===== config.mk =====
export PLATFORM = sky130hd
export DESIGN_NAME = aa_ctrl_top
export DESIGN_NICKNAME = d
export VERILOG_FILES = /design/src/verilog/aa_map_pkg.sv /design/src/verilog/aa_req_pkg.sv /design/src/verilog/aa_req_fifo.sv /design/src/verilog/aa_ingress.sv /design/src/verilog/aa_dispatch.sv /design/src/verilog/aa_regfile.sv /design/src/verilog/aa_ctrl_top.sv
export SDC_FILE = /design/constraint.sdc
export NUM_CORES = 1
export LEC_CHECK = 0
export ABC_AREA = 1
export BUFFER_PORTS_ARGS = -buffer_cell sky130_fd_sc_hd__buf_2
export CORE_MARGIN = 10
export CORE_UTILIZATION = 40
export CTS_CLUSTER_SIZE = 10
export DETAILED_ROUTE_END_ITERATION = 6
export PLACE_DENSITY_LB_ADDON = 0.3
export SYNTH_ARGS = -nofsm -noshare
export SYNTH_HDL_FRONTEND = slang
export SYNTH_SLANG_ARGS = --single-unit

===== constraint.sdc =====
create_clock -name axi_aclk -period 4.85 [get_ports axi_aclk]
set_input_delay 0.2425 -clock axi_aclk [delete_from_list [all_inputs] [get_ports axi_aclk]]
set_output_delay 0.2425 -clock axi_aclk [all_outputs]
set_load 0.05 [all_outputs]

===== src/verilog/aa_map_pkg.sv =====
// -----------------
// aa_map_pkg
// address map, register indices and word types of the
// access-aggregator control block
// -----------------
package aa_map_pkg;

    // local bus address, remote address field, data and strobes
    typedef logic [14:0] ls_addr_t;
    typedef logic [27:0] ss_addr_t;
    typedef logic [31:0] word_t;
    typedef logic [3:0]  strb_t;

    // word index inside a register window
    typedef logic [2:0]  mb_idx_t;

    // mailbox window, eight words
    localparam ls_addr_t mb_low  = 15'h2000;
    localparam ls_addr_t mb_high = 15'h201F;

    // control registers, enable then status
    localparam ls_addr_t aa_low  = 15'h2100;
    localparam ls_addr_t aa_high = 15'h2107;

    localparam mb_idx_t aa_en_idx   = 3'd0;
    localparam mb_idx_t aa_stat_idx = 3'd1;

    // returned for any address outside both windows
    localparam word_t unsupp_rdata = 32'hFFFF_FFFF;

    typedef enum logic [1:0] {
        region_mb,
        region_aa,
        region_other
    } region_t;

endpackage


===== src/verilog/aa_req_pkg.sv =====
// -----------------
// aa_req_pkg
// request queue entries, user codes, dispatcher states and
// the register operation passed to the register file
// -----------------
package aa_req_pkg;

    // one local request, 52 bits, data and strobes zero on a read
    typedef struct packed {
        logic              write;
        aa_map_pkg::ls_addr_t addr;
        aa_map_pkg::word_t data;
        aa_map_pkg::strb_t strb;
    } ls_req_t;

    // one remote stream beat, 34 bits
    typedef struct packed {
        aa_map_pkg::word_t data;
        logic [1:0]        user;
    } ss_beat_t;

    // remote user codes
    localparam logic [1:0] user_wr = 2'b01;
    localparam logic [1:0] user_rd = 2'b10;

    localparam int queue_depth = 8;

    typedef enum logic [1:0] {
        st_wait,
        st_decide,
        st_move
    } disp_state_t;

    typedef struct packed {
        logic                  valid;
        logic                  write;
        logic                  from_ss;
        aa_map_pkg::region_t   region;
        aa_map_pkg::mb_idx_t   idx;
        aa_map_pkg::word_t     data;
        aa_map_pkg::strb_t     strb;
    } reg_op_t;

endpackage


===== src/verilog/aa_req_fifo.sv =====
// -----------------
// aa_req_fifo
// synchronous circular-buffer FIFO with a show-ahead head
// -----------------
module aa_req_fifo #(
    parameter int width = 8,
    parameter int depth = 8
) (
    input  logic             axi_aclk,
    input  logic             axi_aresetn,
    input  logic             push,
    input  logic             pop,
    input  logic [width-1:0] din,
    output logic [width-1:0] dout,
    output logic             not_empty,
    output logic             not_full
);

    typedef logic [$clog2(depth)-1:0]   ptr_t;
    typedef logic [$clog2(depth+1)-1:0] cnt_t;

    logic [width-1:0] mem [depth];
    ptr_t             wr_ptr;
    ptr_t             rd_ptr;
    cnt_t             count;

    assign dout      = mem[rd_ptr];
    assign not_empty = (count != '0);
    assign not_full  = (count != cnt_t'(depth));

    always_ff @(posedge axi_aclk or negedge axi_aresetn) begin
        if (!axi_aresetn) begin
            wr_ptr <= '0;
            rd_ptr <= '0;
            count  <= '0;
        end else begin
            if (push) begin
                wr_ptr <= (wr_ptr == ptr_t'(depth - 1)) ? '0 : wr_ptr + ptr_t'(1);
            end
            if (pop) begin
                rd_ptr <= (rd_ptr == ptr_t'(depth - 1)) ? '0 : rd_ptr + ptr_t'(1);
            end
            case ({push, pop})
                2'b10:   count <= count + cnt_t'(1);
                2'b01:   count <= count - cnt_t'(1);
                default: count <= count;
            endcase
        end
    end

    // queue entries
    always_ff @(posedge axi_aclk) begin
        if (push) begin
            mem[wr_ptr] <= din;
        end
    end

    // producer and consumer sit in other modules
    a_no_overflow: assert property (@(posedge axi_aclk) disable iff (!axi_aresetn)
        push |-> not_full);
    a_no_underflow: assert property (@(posedge axi_aclk) disable iff (!axi_aresetn)
        pop |-> not_empty);

endmodule


===== src/verilog/aa_ingress.sv =====
// -----------------
// aa_ingress
// packs local strobes and remote beats into their queues
// -----------------
module aa_ingress (
    input  logic                  axi_aclk,
    input  logic                  axi_aresetn,
    input  logic                  bk_ls_wstart,
    input  aa_map_pkg::ls_addr_t  bk_ls_waddr,
    input  aa_map_pkg::word_t     bk_ls_wdata,
    input  aa_map_pkg::strb_t     bk_ls_wstrb,
    input  logic                  bk_ls_rstart,
    input  aa_map_pkg::ls_addr_t  bk_ls_raddr,
    input  aa_map_pkg::word_t     bk_ss_data,
    input  logic [1:0]            bk_ss_user,
    input  logic                  bk_ss_valid,
    input  logic                  ls_pop,
    input  logic                  ss_pop,
    output logic                  bk_ss_ready,
    output aa_req_pkg::ls_req_t   ls_head,
    output logic                  ls_avail,
    output aa_req_pkg::ss_beat_t  ss_head,
    output logic                  ss_avail
);

    aa_req_pkg::ls_req_t  ls_in;
    aa_req_pkg::ss_beat_t ss_in;
    logic                 ls_push;
    logic                 ls_not_full;
    logic                 ss_push;
    logic                 ss_not_full;
    logic                 ss_live;

    // a start strobe on a full queue is lost
    assign ls_push = (bk_ls_wstart | bk_ls_rstart) & ls_not_full;

    always_comb begin
        ls_in = '0;
        if (bk_ls_wstart) begin
            ls_in.write = 1'b1;
            ls_in.addr  = bk_ls_waddr;
            ls_in.data  = bk_ls_wdata;
            ls_in.strb  = bk_ls_wstrb;
        end else begin
            ls_in.addr = bk_ls_raddr;
        end
    end

    // ready comes up one cycle after reset release
    always_ff @(posedge axi_aclk or negedge axi_aresetn) begin
        if (!axi_aresetn) begin
            ss_live <= 1'b0;
        end else begin
            ss_live <= 1'b1;
        end
    end

    assign bk_ss_ready = ss_live & ss_not_full;
    assign ss_push     = bk_ss_valid & bk_ss_ready;
    assign ss_in       = '{data: bk_ss_data, user: bk_ss_user};

    aa_req_fifo #(
        .width ($bits(aa_req_pkg::ls_req_t)),
        .depth (aa_req_pkg::queue_depth)
    ) u_ls_fifo (
        .axi_aclk, .axi_aresetn,
        .push (ls_push), .pop (ls_pop), .din (ls_in),
        .dout (ls_head), .not_empty (ls_avail), .not_full (ls_not_full)
    );

    aa_req_fifo #(
        .width ($bits(aa_req_pkg::ss_beat_t)),
        .depth (aa_req_pkg::queue_depth)
    ) u_ss_fifo (
        .axi_aclk, .axi_aresetn,
        .push (ss_push), .pop (ss_pop), .din (ss_in),
        .dout (ss_head), .not_empty (ss_avail), .not_full (ss_not_full)
    );

    // the config side uses one strobe at a time
    a_one_start: assert property (@(posedge axi_aclk) disable iff (!axi_aresetn)
        !(bk_ls_wstart && bk_ls_rstart));

endmodule


===== src/verilog/aa_dispatch.sv =====
// -----------------
// aa_dispatch
// round-robin pick between the queues, window decode and
// remote beat pairing, one register operation at a time
// -----------------
module aa_dispatch (
    input  logic                  axi_aclk,
    input  logic                  axi_aresetn,
    input  aa_req_pkg::ls_req_t   ls_head,
    input  logic                  ls_avail,
    input  aa_req_pkg::ss_beat_t  ss_head,
    input  logic                  ss_avail,
    output logic                  ls_pop,
    output logic                  ss_pop,
    output aa_req_pkg::reg_op_t   reg_op
);

    aa_req_pkg::disp_state_t state;
    aa_req_pkg::disp_state_t state_nxt;
    logic                    sel_ss;
    logic                    last_ss;
    logic                    pick_ss;
    logic                    have_first;
    logic                    first_pop;
    aa_map_pkg::word_t       first_q;
    aa_map_pkg::ss_addr_t    ss_addr;
    aa_map_pkg::region_t     ls_region;
    aa_map_pkg::region_t     ss_region;
    aa_req_pkg::reg_op_t     op_q;
    aa_req_pkg::reg_op_t     op_nxt;

    function automatic aa_map_pkg::region_t decode_region(input aa_map_pkg::ss_addr_t a);
        if (a >= aa_map_pkg::ss_addr_t'(aa_map_pkg::mb_low) &&
            a <= aa_map_pkg::ss_addr_t'(aa_map_pkg::mb_high)) begin
            return aa_map_pkg::region_mb;
        end
        if (a >= aa_map_pkg::ss_addr_t'(aa_map_pkg::aa_low) &&
            a <= aa_map_pkg::ss_addr_t'(aa_map_pkg::aa_high)) begin
            return aa_map_pkg::region_aa;
        end
        return aa_map_pkg::region_other;
    endfunction

    // first remote beat carries {strb, addr}
    assign ss_addr   = first_q[27:0];
    assign ls_region = decode_region(aa_map_pkg::ss_addr_t'(ls_head.addr));
    assign ss_region = decode_region(ss_addr);

    // serve the side that was not served last
    assign pick_ss = ss_avail & (~ls_avail | ~last_ss);

    // --------------------
    always_comb begin
        state_nxt = state;
        op_nxt    = '0;
        first_pop = 1'b0;
        case (state)
            aa_req_pkg::st_wait: begin
                if (ls_avail || ss_avail) begin
                    state_nxt = aa_req_pkg::st_decide;
                end
            end
            aa_req_pkg::st_decide: begin
                if (!sel_ss) begin
                    // local writes outside both windows are dropped
                    op_nxt.valid  = !ls_head.write || (ls_region != aa_map_pkg::region_other);
                    op_nxt.write  = ls_head.write;
                    op_nxt.region = ls_region;
                    op_nxt.idx    = ls_head.addr[4:2];
                    op_nxt.data   = ls_head.data;
                    op_nxt.strb   = ls_head.strb;
                    state_nxt     = aa_req_pkg::st_move;
                end else if (ss_avail && have_first) begin
                    // second beat at the head, only the mailbox is writable remotely
                    op_nxt.valid   = (ss_region == aa_map_pkg::region_mb);
                    op_nxt.write   = 1'b1;
                    op_nxt.from_ss = 1'b1;
                    op_nxt.region  = ss_region;
                    op_nxt.idx     = ss_addr[4:2];
                    op_nxt.data    = ss_head.data;
                    op_nxt.strb    = first_q[31:28];
                    state_nxt      = aa_req_pkg::st_move;
                end else if (ss_avail) begin
                    case (ss_head.user)
                        aa_req_pkg::user_wr: first_pop = 1'b1;
                        // remote reads would need the lite master, consumed here
                        aa_req_pkg::user_rd: state_nxt = aa_req_pkg::st_move;
                        default:             state_nxt = aa_req_pkg::st_move;
                    endcase
                end
            end
            aa_req_pkg::st_move: state_nxt = aa_req_pkg::st_wait;
            default:             state_nxt = aa_req_pkg::st_wait;
        endcase
    end

    assign ls_pop = (state == aa_req_pkg::st_move) && !sel_ss;
    assign ss_pop = ((state == aa_req_pkg::st_move) && sel_ss) || first_pop;

    // op is visible for the single move cycle
    always_comb begin
        reg_op       = op_q;
        reg_op.valid = op_q.valid && (state == aa_req_pkg::st_move);
    end

    always_ff @(posedge axi_aclk or negedge axi_aresetn) begin
        if (!axi_aresetn) begin
            state      <= aa_req_pkg::st_wait;
            sel_ss     <= 1'b0;
            last_ss    <= 1'b1;
            have_first <= 1'b0;
        end else begin
            state <= state_nxt;
            if (state == aa_req_pkg::st_wait) begin
                sel_ss <= pick_ss;
            end
            if (first_pop) begin
                have_first <= 1'b1;
            end
            if (state == aa_req_pkg::st_move) begin
                last_ss    <= sel_ss;
                have_first <= 1'b0;
            end
        end
    end

    always_ff @(posedge axi_aclk) begin
        if (first_pop) begin
            first_q <= ss_head.data;
        end
        if (state == aa_req_pkg::st_decide && state_nxt == aa_req_pkg::st_move) begin
            op_q <= op_nxt;
        end
    end

endmodule


===== src/verilog/aa_regfile.sv =====
// -----------------
// aa_regfile
// mailbox words, interrupt enable and status, local read
// response and the remote-write interrupt pulse
// -----------------
module aa_regfile (
    input  logic                axi_aclk,
    input  logic                axi_aresetn,
    input  aa_req_pkg::reg_op_t reg_op,
    output aa_map_pkg::word_t   bk_ls_rdata,
    output logic                bk_ls_rdone,
    output logic                axi_interrupt
);

    aa_map_pkg::word_t mb_regs [8];
    logic              int_en;
    logic              int_stat;
    logic              wr_op;
    logic              rd_op;
    aa_map_pkg::word_t rd_word;

    assign wr_op = reg_op.valid && reg_op.write;
    assign rd_op = reg_op.valid && !reg_op.write && !reg_op.from_ss;

    // control words hold a single bit each, the rest reads zero
    always_comb begin
        rd_word = '0;
        case (reg_op.region)
            aa_map_pkg::region_mb: rd_word = mb_regs[reg_op.idx];
            aa_map_pkg::region_aa: begin
                if (reg_op.idx == aa_map_pkg::aa_en_idx) begin
                    rd_word[0] = int_en;
                end else if (reg_op.idx == aa_map_pkg::aa_stat_idx) begin
                    rd_word[0] = int_stat;
                end
            end
            default: rd_word = aa_map_pkg::unsupp_rdata;
        endcase
    end

    always_ff @(posedge axi_aclk or negedge axi_aresetn) begin
        if (!axi_aresetn) begin
            for (int i = 0; i < 8; i++) begin
                mb_regs[i] <= '0;
            end
            int_en        <= 1'b0;
            int_stat      <= 1'b0;
            bk_ls_rdone   <= 1'b0;
            axi_interrupt <= 1'b0;
        end else begin
            bk_ls_rdone   <= rd_op;
            axi_interrupt <= 1'b0;
            if (wr_op && reg_op.region == aa_map_pkg::region_mb) begin
                for (int b = 0; b < 4; b++) begin
                    if (reg_op.strb[b]) begin
                        mb_regs[reg_op.idx][8*b +: 8] <= reg_op.data[8*b +: 8];
                    end
                end
                // remote mailbox write raises the interrupt
                if (reg_op.from_ss && int_en) begin
                    axi_interrupt <= 1'b1;
                    int_stat      <= 1'b1;
                end
            end
            if (wr_op && reg_op.region == aa_map_pkg::region_aa && reg_op.strb[0]) begin
                if (reg_op.idx == aa_map_pkg::aa_en_idx) begin
                    int_en <= reg_op.data[0];
                end
                // status is write-one-to-clear
                if (reg_op.idx == aa_map_pkg::aa_stat_idx && reg_op.data[0]) begin
                    int_stat <= 1'b0;
                end
            end
        end
    end

    always_ff @(posedge axi_aclk) begin
        if (rd_op) begin
            bk_ls_rdata <= rd_word;
        end
    end

    // dispatcher serves one item at a time, so done is a single pulse
    a_rdone_pulse: assert property (@(posedge axi_aclk) disable iff (!axi_aresetn)
        bk_ls_rdone |=> !bk_ls_rdone);

endmodule


===== src/verilog/aa_ctrl_top.sv =====
// -----------------
// aa_ctrl_top
// access-aggregator control block, queues, dispatcher and registers
// -----------------
module aa_ctrl_top (
    input  logic                 axi_aclk,
    input  logic                 axi_aresetn,
    output logic                 axi_interrupt,
    // local lite side
    input  logic                 bk_ls_wstart,
    input  aa_map_pkg::ls_addr_t bk_ls_waddr,
    input  aa_map_pkg::word_t    bk_ls_wdata,
    input  aa_map_pkg::strb_t    bk_ls_wstrb,
    input  logic                 bk_ls_rstart,
    input  aa_map_pkg::ls_addr_t bk_ls_raddr,
    output aa_map_pkg::word_t    bk_ls_rdata,
    output logic                 bk_ls_rdone,
    // remote stream side
    input  aa_map_pkg::word_t    bk_ss_data,
    input  logic [1:0]           bk_ss_user,
    input  logic                 bk_ss_valid,
    output logic                 bk_ss_ready
);

    aa_req_pkg::ls_req_t  ls_head;
    aa_req_pkg::ss_beat_t ss_head;
    logic                 ls_avail;
    logic                 ss_avail;
    logic                 ls_pop;
    logic                 ss_pop;
    aa_req_pkg::reg_op_t  reg_op;

    aa_ingress u_ingress (.*);

    aa_dispatch u_dispatch (.*);

    aa_regfile u_regfile (.*);

endmodule


# == Word level (Yosys, flattened, before mapping) ==
# Memory sizes are Yosys's and may differ from the RTL's.
# Index checks and enable logic that the tools add are counted.
# word_totals
regBits,394
ramBits,688
memories,2
# classes
n_addsub,8
order_cmp,10
eq_ne,17
muxes,75
n_bitwise,9
n_reduce_logical,36
# mem_list
memory,depth,width,rd,rd_clocked_by_memory_dff,wr,line,text
u_ingress.u_ls_fifo.mem,8,52,1,0,1,aa_req_fifo.sv:22,logic [width-1:0] mem [depth];
u_ingress.u_ss_fifo.mem,8,34,1,0,1,aa_req_fifo.sv:22,
# ops
cell,n
256-bit two-way mux,7
256-bit bitwise mux,4
32-bit demux with 3-bit select,4
32-bit binary-select mux with 3-bit select,1
32-bit two-way mux,3
31-bit one-hot mux with 2 select lines,1
28-bit by 14-bit greater-or-equal comparator with 1-bit output (second input constant),2
28-bit by 14-bit <= comparator with 1-bit output (second input constant),2
44-bit two-way mux,1
41-bit two-way mux,1
36-bit two-way mux,1
15-bit by 14-bit greater-or-equal comparator with 1-bit output (second input constant),2
15-bit by 14-bit <= comparator with 1-bit output (second input constant),2
2-bit two-way mux,14
1-bit two-way mux,26
24-bit two-way mux,1
1-bit logical AND,18
16-bit two-way mux,1
4-bit one-hot mux with 2 select lines,2
15-bit two-way mux,1
3-bit by 1-bit adder with 3-bit output (second input constant),4
3-bit == test (second input constant),4
3-bit two-way mux,4
2-bit by 1-bit == test with 1-bit output (second input constant),5
other kinds (22),44

# == Longest topological paths before layout ==
# depth
depth_word,16
depth_mapped,17
ltp_nobuf,17

# == Hierarchy ==
# A second synthesis with hierarchy kept.
# unflattened
cells_unflattened,4261
area_unflattened_um2,45570.0
# modules_own_cells
module,n_inst,cells_per_inst,area_per_inst_um2
aa_req_fifo (u_ingress.u_ls_fifo),1,1254,16713.5
aa_regfile,1,1704,13401.6
aa_req_fifo (u_ingress.u_ss_fifo),1,848,11130.7
aa_dispatch,1,321,3763.6
aa_ingress,1,134,560.5

# == Worst setup path before layout ==
# Ideal clock, no wire load.
# synth_timing
path_type,register to register
startpoint,register u_ingress.u_ss_fifo.count[0]
endpoint,memory u_ingress.u_ss_fifo.mem[0][0] (netlist name) (enable)
t_arrival_ns,3.375
required_ns,4.425
setup_slack_ns,1.050
stages_incl_launch_ff,8
path_buffers,0
synth_period_minus_slack_ns,3.800
path_cell_list,dfrtp_1 inv_1 nand2_1 nor2_1 a21oi_1 nand2_1 or2_2 nor2_1
# synth_between
elab_chain_len,5
# synth_lines
item,line,text
from (decl),aa_req_fifo.sv:25,cnt_t count;
from (signal assigned),aa_req_fifo.sv:44,2'b10: count <= count + cnt_t'(1);
from (signal assigned),aa_req_fifo.sv:45,2'b01: count <= count - cnt_t'(1);
from (signal assigned),aa_req_fifo.sv:46,default: count <= count;
4-bit != test,aa_req_fifo.sv:29,assign not_full = (count != cnt_t'(depth));
1-bit AND,aa_ingress.sv:58,assign bk_ss_ready = ss_live & ss_not_full;
named net bk_ss_ready,aa_ctrl_top.sv:22,output logic bk_ss_ready
1-bit AND,aa_ingress.sv:59,assign ss_push = bk_ss_valid & bk_ss_ready;
1-bit two-way mux,aa_req_fifo.sv:53,if (push) begin
1-bit two-way mux (implied by the code),aa_req_fifo.sv:54,mem[wr_ptr] <= din;
to (decl),aa_req_fifo.sv:22,
# The timed path passes the listed nets, and every way through them passes these cells.

# == Worst setup path after layout ==
# layout_timing
startpoint,register u_ingress.u_ss_fifo.rd_ptr[0]
endpoint,register u_ingress.u_ss_fifo.count[3]
# layout_between
elab_chain_len,10
word_cells_on_any_way,12
# layout_lines
item,line,text
from (decl),aa_req_fifo.sv:24,ptr_t rd_ptr;
from (signal assigned),aa_req_fifo.sv:41,rd_ptr <= (rd_ptr == ptr_t'(depth - 1)) ? '0 : rd_ptr + ptr_t'(1);
memory 8 x 34 bit (*),n/a,
2-bit by 1-bit == test with 1-bit output (*),aa_dispatch.sv:84,case (ss_head.user)
1-bit two-way mux (*),aa_dispatch.sv:84,
1-bit two-way mux (*),aa_dispatch.sv:83,end else if (ss_avail) begin
1-bit two-way mux (*),aa_dispatch.sv:73,end else if (ss_avail && have_first) begin
1-bit two-way mux (*),aa_dispatch.sv:64,if (!sel_ss) begin
1-bit two-way mux (*),aa_dispatch.sv:57,case (state)
1-bit logical OR (*),aa_dispatch.sv:98,assign ss_pop = ((state == aa_req_pkg::st_move) && sel_ss) || first_pop;
named net ss_pop,aa_ctrl_top.sv:30,logic ss_pop;
2-bit by 1-bit == test with 1-bit output or 2-bit == test (tied branches),aa_req_fifo.sv:43,"case ({push, pop})"
4-bit one-hot mux with 2 select lines or 2-bit nonzero test (tied branches),n/a,
# The timed path passes the listed nets; every way through them passes the cells marked *.
# A chain may end at the register's enable or synchronous reset.

==> out/metrics.csv <==
metric;value;unit
first-pass GRT wire length;164000;µm
post-synthesis cell type count;44;
CTS tree;done;
final setup skew;78.1;ps
Area Overhead vs Synth;14.6;%
Hold Vio Cnt, Final;0;
H-tree depth;3;
Initial Utilization;40.3;%
core area;105000;µm²
Vias;27600;
PwrDens;573;nW/µm²
synth warn;0;
flop and latch count out of synthesis;1064;
final hold slack;4.88;ps
Synth Flop Type;edfxtp_1;
post-layout util;46.1;%
post-CTS sizing;0;
die area;119000;µm²
clock sink total;1064;
Die W;345;µm
ratio of cells with drive above 1 in the final layout;10.0;%
DIE HEIGHT;345;µm
IO Port Bufs;135;
Post CTS Setup Buffer Count;0;
initial antenna violation count;3;
fmax;0.267;GHz
# IOs;140;
startpoint types;flip-flop;
Routed Antenna Nets;0;
post-DR vias/cell;5.37;
CTS clock-pin slew for the worst setup and hold paths;60;ps
commonest non-fill, non-tap cell in the layout;edfxtp_1;
slowest CP cell;dfrtp_4;
CP max stage delay;840;ps
outcome;completed;
commonest non-fill, non-tap cells in the layout;edfxtp_1 (778), nand2_1 (740), o21ai_0 (548), nor2_1 (333), dfrtp_1 (280);
Starting DRT DRC Count;2512;
Slew Limit Fails;0;
async set-reset flop share out of synthesis;26.9;%
GR Util All Layers;17.6;%
Synth Net Count;3653;
WP buf/inv;1;
register area share after synthesis;72.1;%
DRC violation count after routing;0;
CP Max Fanout;59;
cell mode on critical path;nand2_1;
max_slew headroom;18.8;%
critical setup path kind;reg -> reg;
First-pass DRT Iterations;5;
unrepaired setup endpoints after global routing;false;
Synth Instances;3532;
post-synthesis cell area;42300;µm²
hold crit path type;in -> reg;
final setup TNS;0;ps
Total Power;27800;µW
Final Critical Period;3750;ps
critical path data arrival time;4320;ps
CTS Buffer Depth;3;
GPL Wtd Cong;0.765;
crit-path cells;clkinv_2, nand2_1, o221ai_1, nand3_1, a21o_1, nand2_1, ha_1, ha_1, nand2_1, nor2_1, a211oi_1, nor2_1, nor2_1, nand2_1, xnor2_1;
CP required;5420;ps
EDFF count, synth;778;
Post-CTS Hold Fix Bufs;56;
final setup fails;0;
cell family with most CP delay;simple AND/OR/NAND/NOR gates;
DRT Wirelength;109000;µm
syn avg cell area;12.0;µm²
Leakage;0.0181;µW
worst-margin pin slew;1220;ps
Max VDD drop;0.377;mV
MaxCap Viol Count;0;
CP Capture Type;flip-flop;
largest net degree at the start of global routing;129;
Tcrit/Tclk final;77.2;%
vias in the first global route;26500;
Root Buffer;clkbuf_16;
Clk Latency, worst-skew pair;750;ps
post-DP HPWL;63100;µm
Num CTS Buffers;119;
# rows;119;
nets;3819;
grt total ovfl;0;
per-cell routed wire length;21.2;µm
-- stage by stage --
| step | std cells | area [µm²] | worst slack, ps |
|---|---|---|---|
| after floorplan | 3532 | 42300 | 1050 |
| after global placement | 4912 | 44500 | 1160 |
| after detailed placement | 4912 | 44500 | 1090 |
| after CTS | 5138 | 48500 | 1110 |
| after global routing | 5139 | 48500 | 764 |
| final | 5139 | 48500 | 1100 |
-- path summary, 6_finish.rpt --
kind / from / end / slack [ps] / depth (start not counted)
setup / recovery: u_ingress.u_ss_fifo.rd_ptr[0] / u_ingress.u_ss_fifo.count[3] / 1100 / 15
hold / removal: bk_ss_valid / u_ingress.u_ss_fifo.wr_ptr[0] / 5 / 4
setup reg to reg: u_ingress.u_ss_fifo.rd_ptr[0] / u_ingress.u_ss_fifo.count[3] / 1100 / 15
hold reg to reg: u_dispatch.last_ss / u_dispatch.last_ss / 470 / 2
max in group asynchronous: axi_aresetn / u_ingress.u_ss_fifo.rd_ptr[0] / 3400 / 3
min in group asynchronous: axi_aresetn / u_regfile.bk_ls_rdone / 160 / 2
-- report_power, final --
part | total [µW] | internal [µW] | switching [µW]
registers | 12500 | 11600 | 891
clock network | 8030 | 4600 | 3430
logic | 7280 | 1870 | 5420
total | 27800 | 18000 | 9740
-- synth_stat cells, types with 11 or more instances --
library cell | count | share of area [%]
a21oi_1 | 38 | 0.45
a221oi_1 | 28 | 0.58
a22o_1 | 14 | 0.29
a22oi_1 | 20 | 0.35
a31oi_1 | 11 | 0.16
a32o_1 | 38 | 0.90
a41oi_1 | 18 | 0.37
and3_1 | 11 | 0.16
buf_2 | 51 | 0.60
clkbuf_1 | 134 | 1.2
dfrtp_1 | 285 | 17
edfxtp_1 | 778 | 55
ha_1 | 14 | 0.41
inv_1 | 159 | 1.4
nand2_1 | 740 | 6.6
nand3_1 | 45 | 0.53
nor2_1 | 351 | 3.1
nor3_1 | 12 | 0.14
o21ai_0 | 548 | 6.5
o21ai_1 | 12 | 0.14
o221ai_1 | 78 | 1.6
o22ai_1 | 67 | 0.99
-- state kept, by name (all words and copies together) (netlist names), 4 cells and up --
name and count:
u_dispatch.first_q 30, u_dispatch.reg_op 43, u_ingress.u_ls_fifo.count 4, u_ingress.u_ls_fifo.mem 400, u_ingress.u_ss_fifo.count 4, u_ingress.u_ss_fifo.mem 272, u_regfile.bk_ls_rdata 32, u_regfile.mb_regs 256
-- worst min-delay path: cells and delay by family --
kind,cells,cell delay (ps)
AND/OR/NAND/NOR,2,200
AO/OA/AOI/OAI,1,110
buffers and inverters,1,90
-- layout make-up --
| type | instances | area, µm² |
|---|---|---|
| fillers | 9530 | 56600 |
| flip-flops and latches | 1064 | 30500 |
| multi-input cells | 2100 | 10500 |
| clock buffers | 158 | 3150 |
| well taps | 1391 | 1740 |
| repair buffers | 245 | 1690 |
| inverters | 168 | 634 |
| clock inverters | 12 | 250 |
| diodes | 1 | 2.50 |
-- cell families (layout without fill, tap and decap cells) --
| logic type | Yosys count | in the layout | synth area share [%] |
|---|---|---|---|
| XOR/XNOR | 6 | 6 | 0.124 |
| buffers and inverters | 368 | 583 | 3.50 |
| AND/OR/NAND/NOR | 1193 | 1193 | 11.2 |
| adder cells (fa/ha/maj) | 16 | 16 | 0.508 |
| AO/OA/AOI/OAI | 884 | 884 | 12.5 |
| flip-flops | 1064 | 1064 | 72.1 |
| other | 1 | 2 | 0.00886 |
-- metal layers --
metal / track usage, % / vias to the layer above / share of wire [%]
li1: - / 12900 / -
met3: 4.11 / 175 / 7.5
met4: 5.80 / 0 / 2.6
met5: 0 / - / 0
met2: 27.4 / 934 / 46
met1: 24.3 / 13600 / 44
No activity file was read; power rests on OpenSTA's default activity.
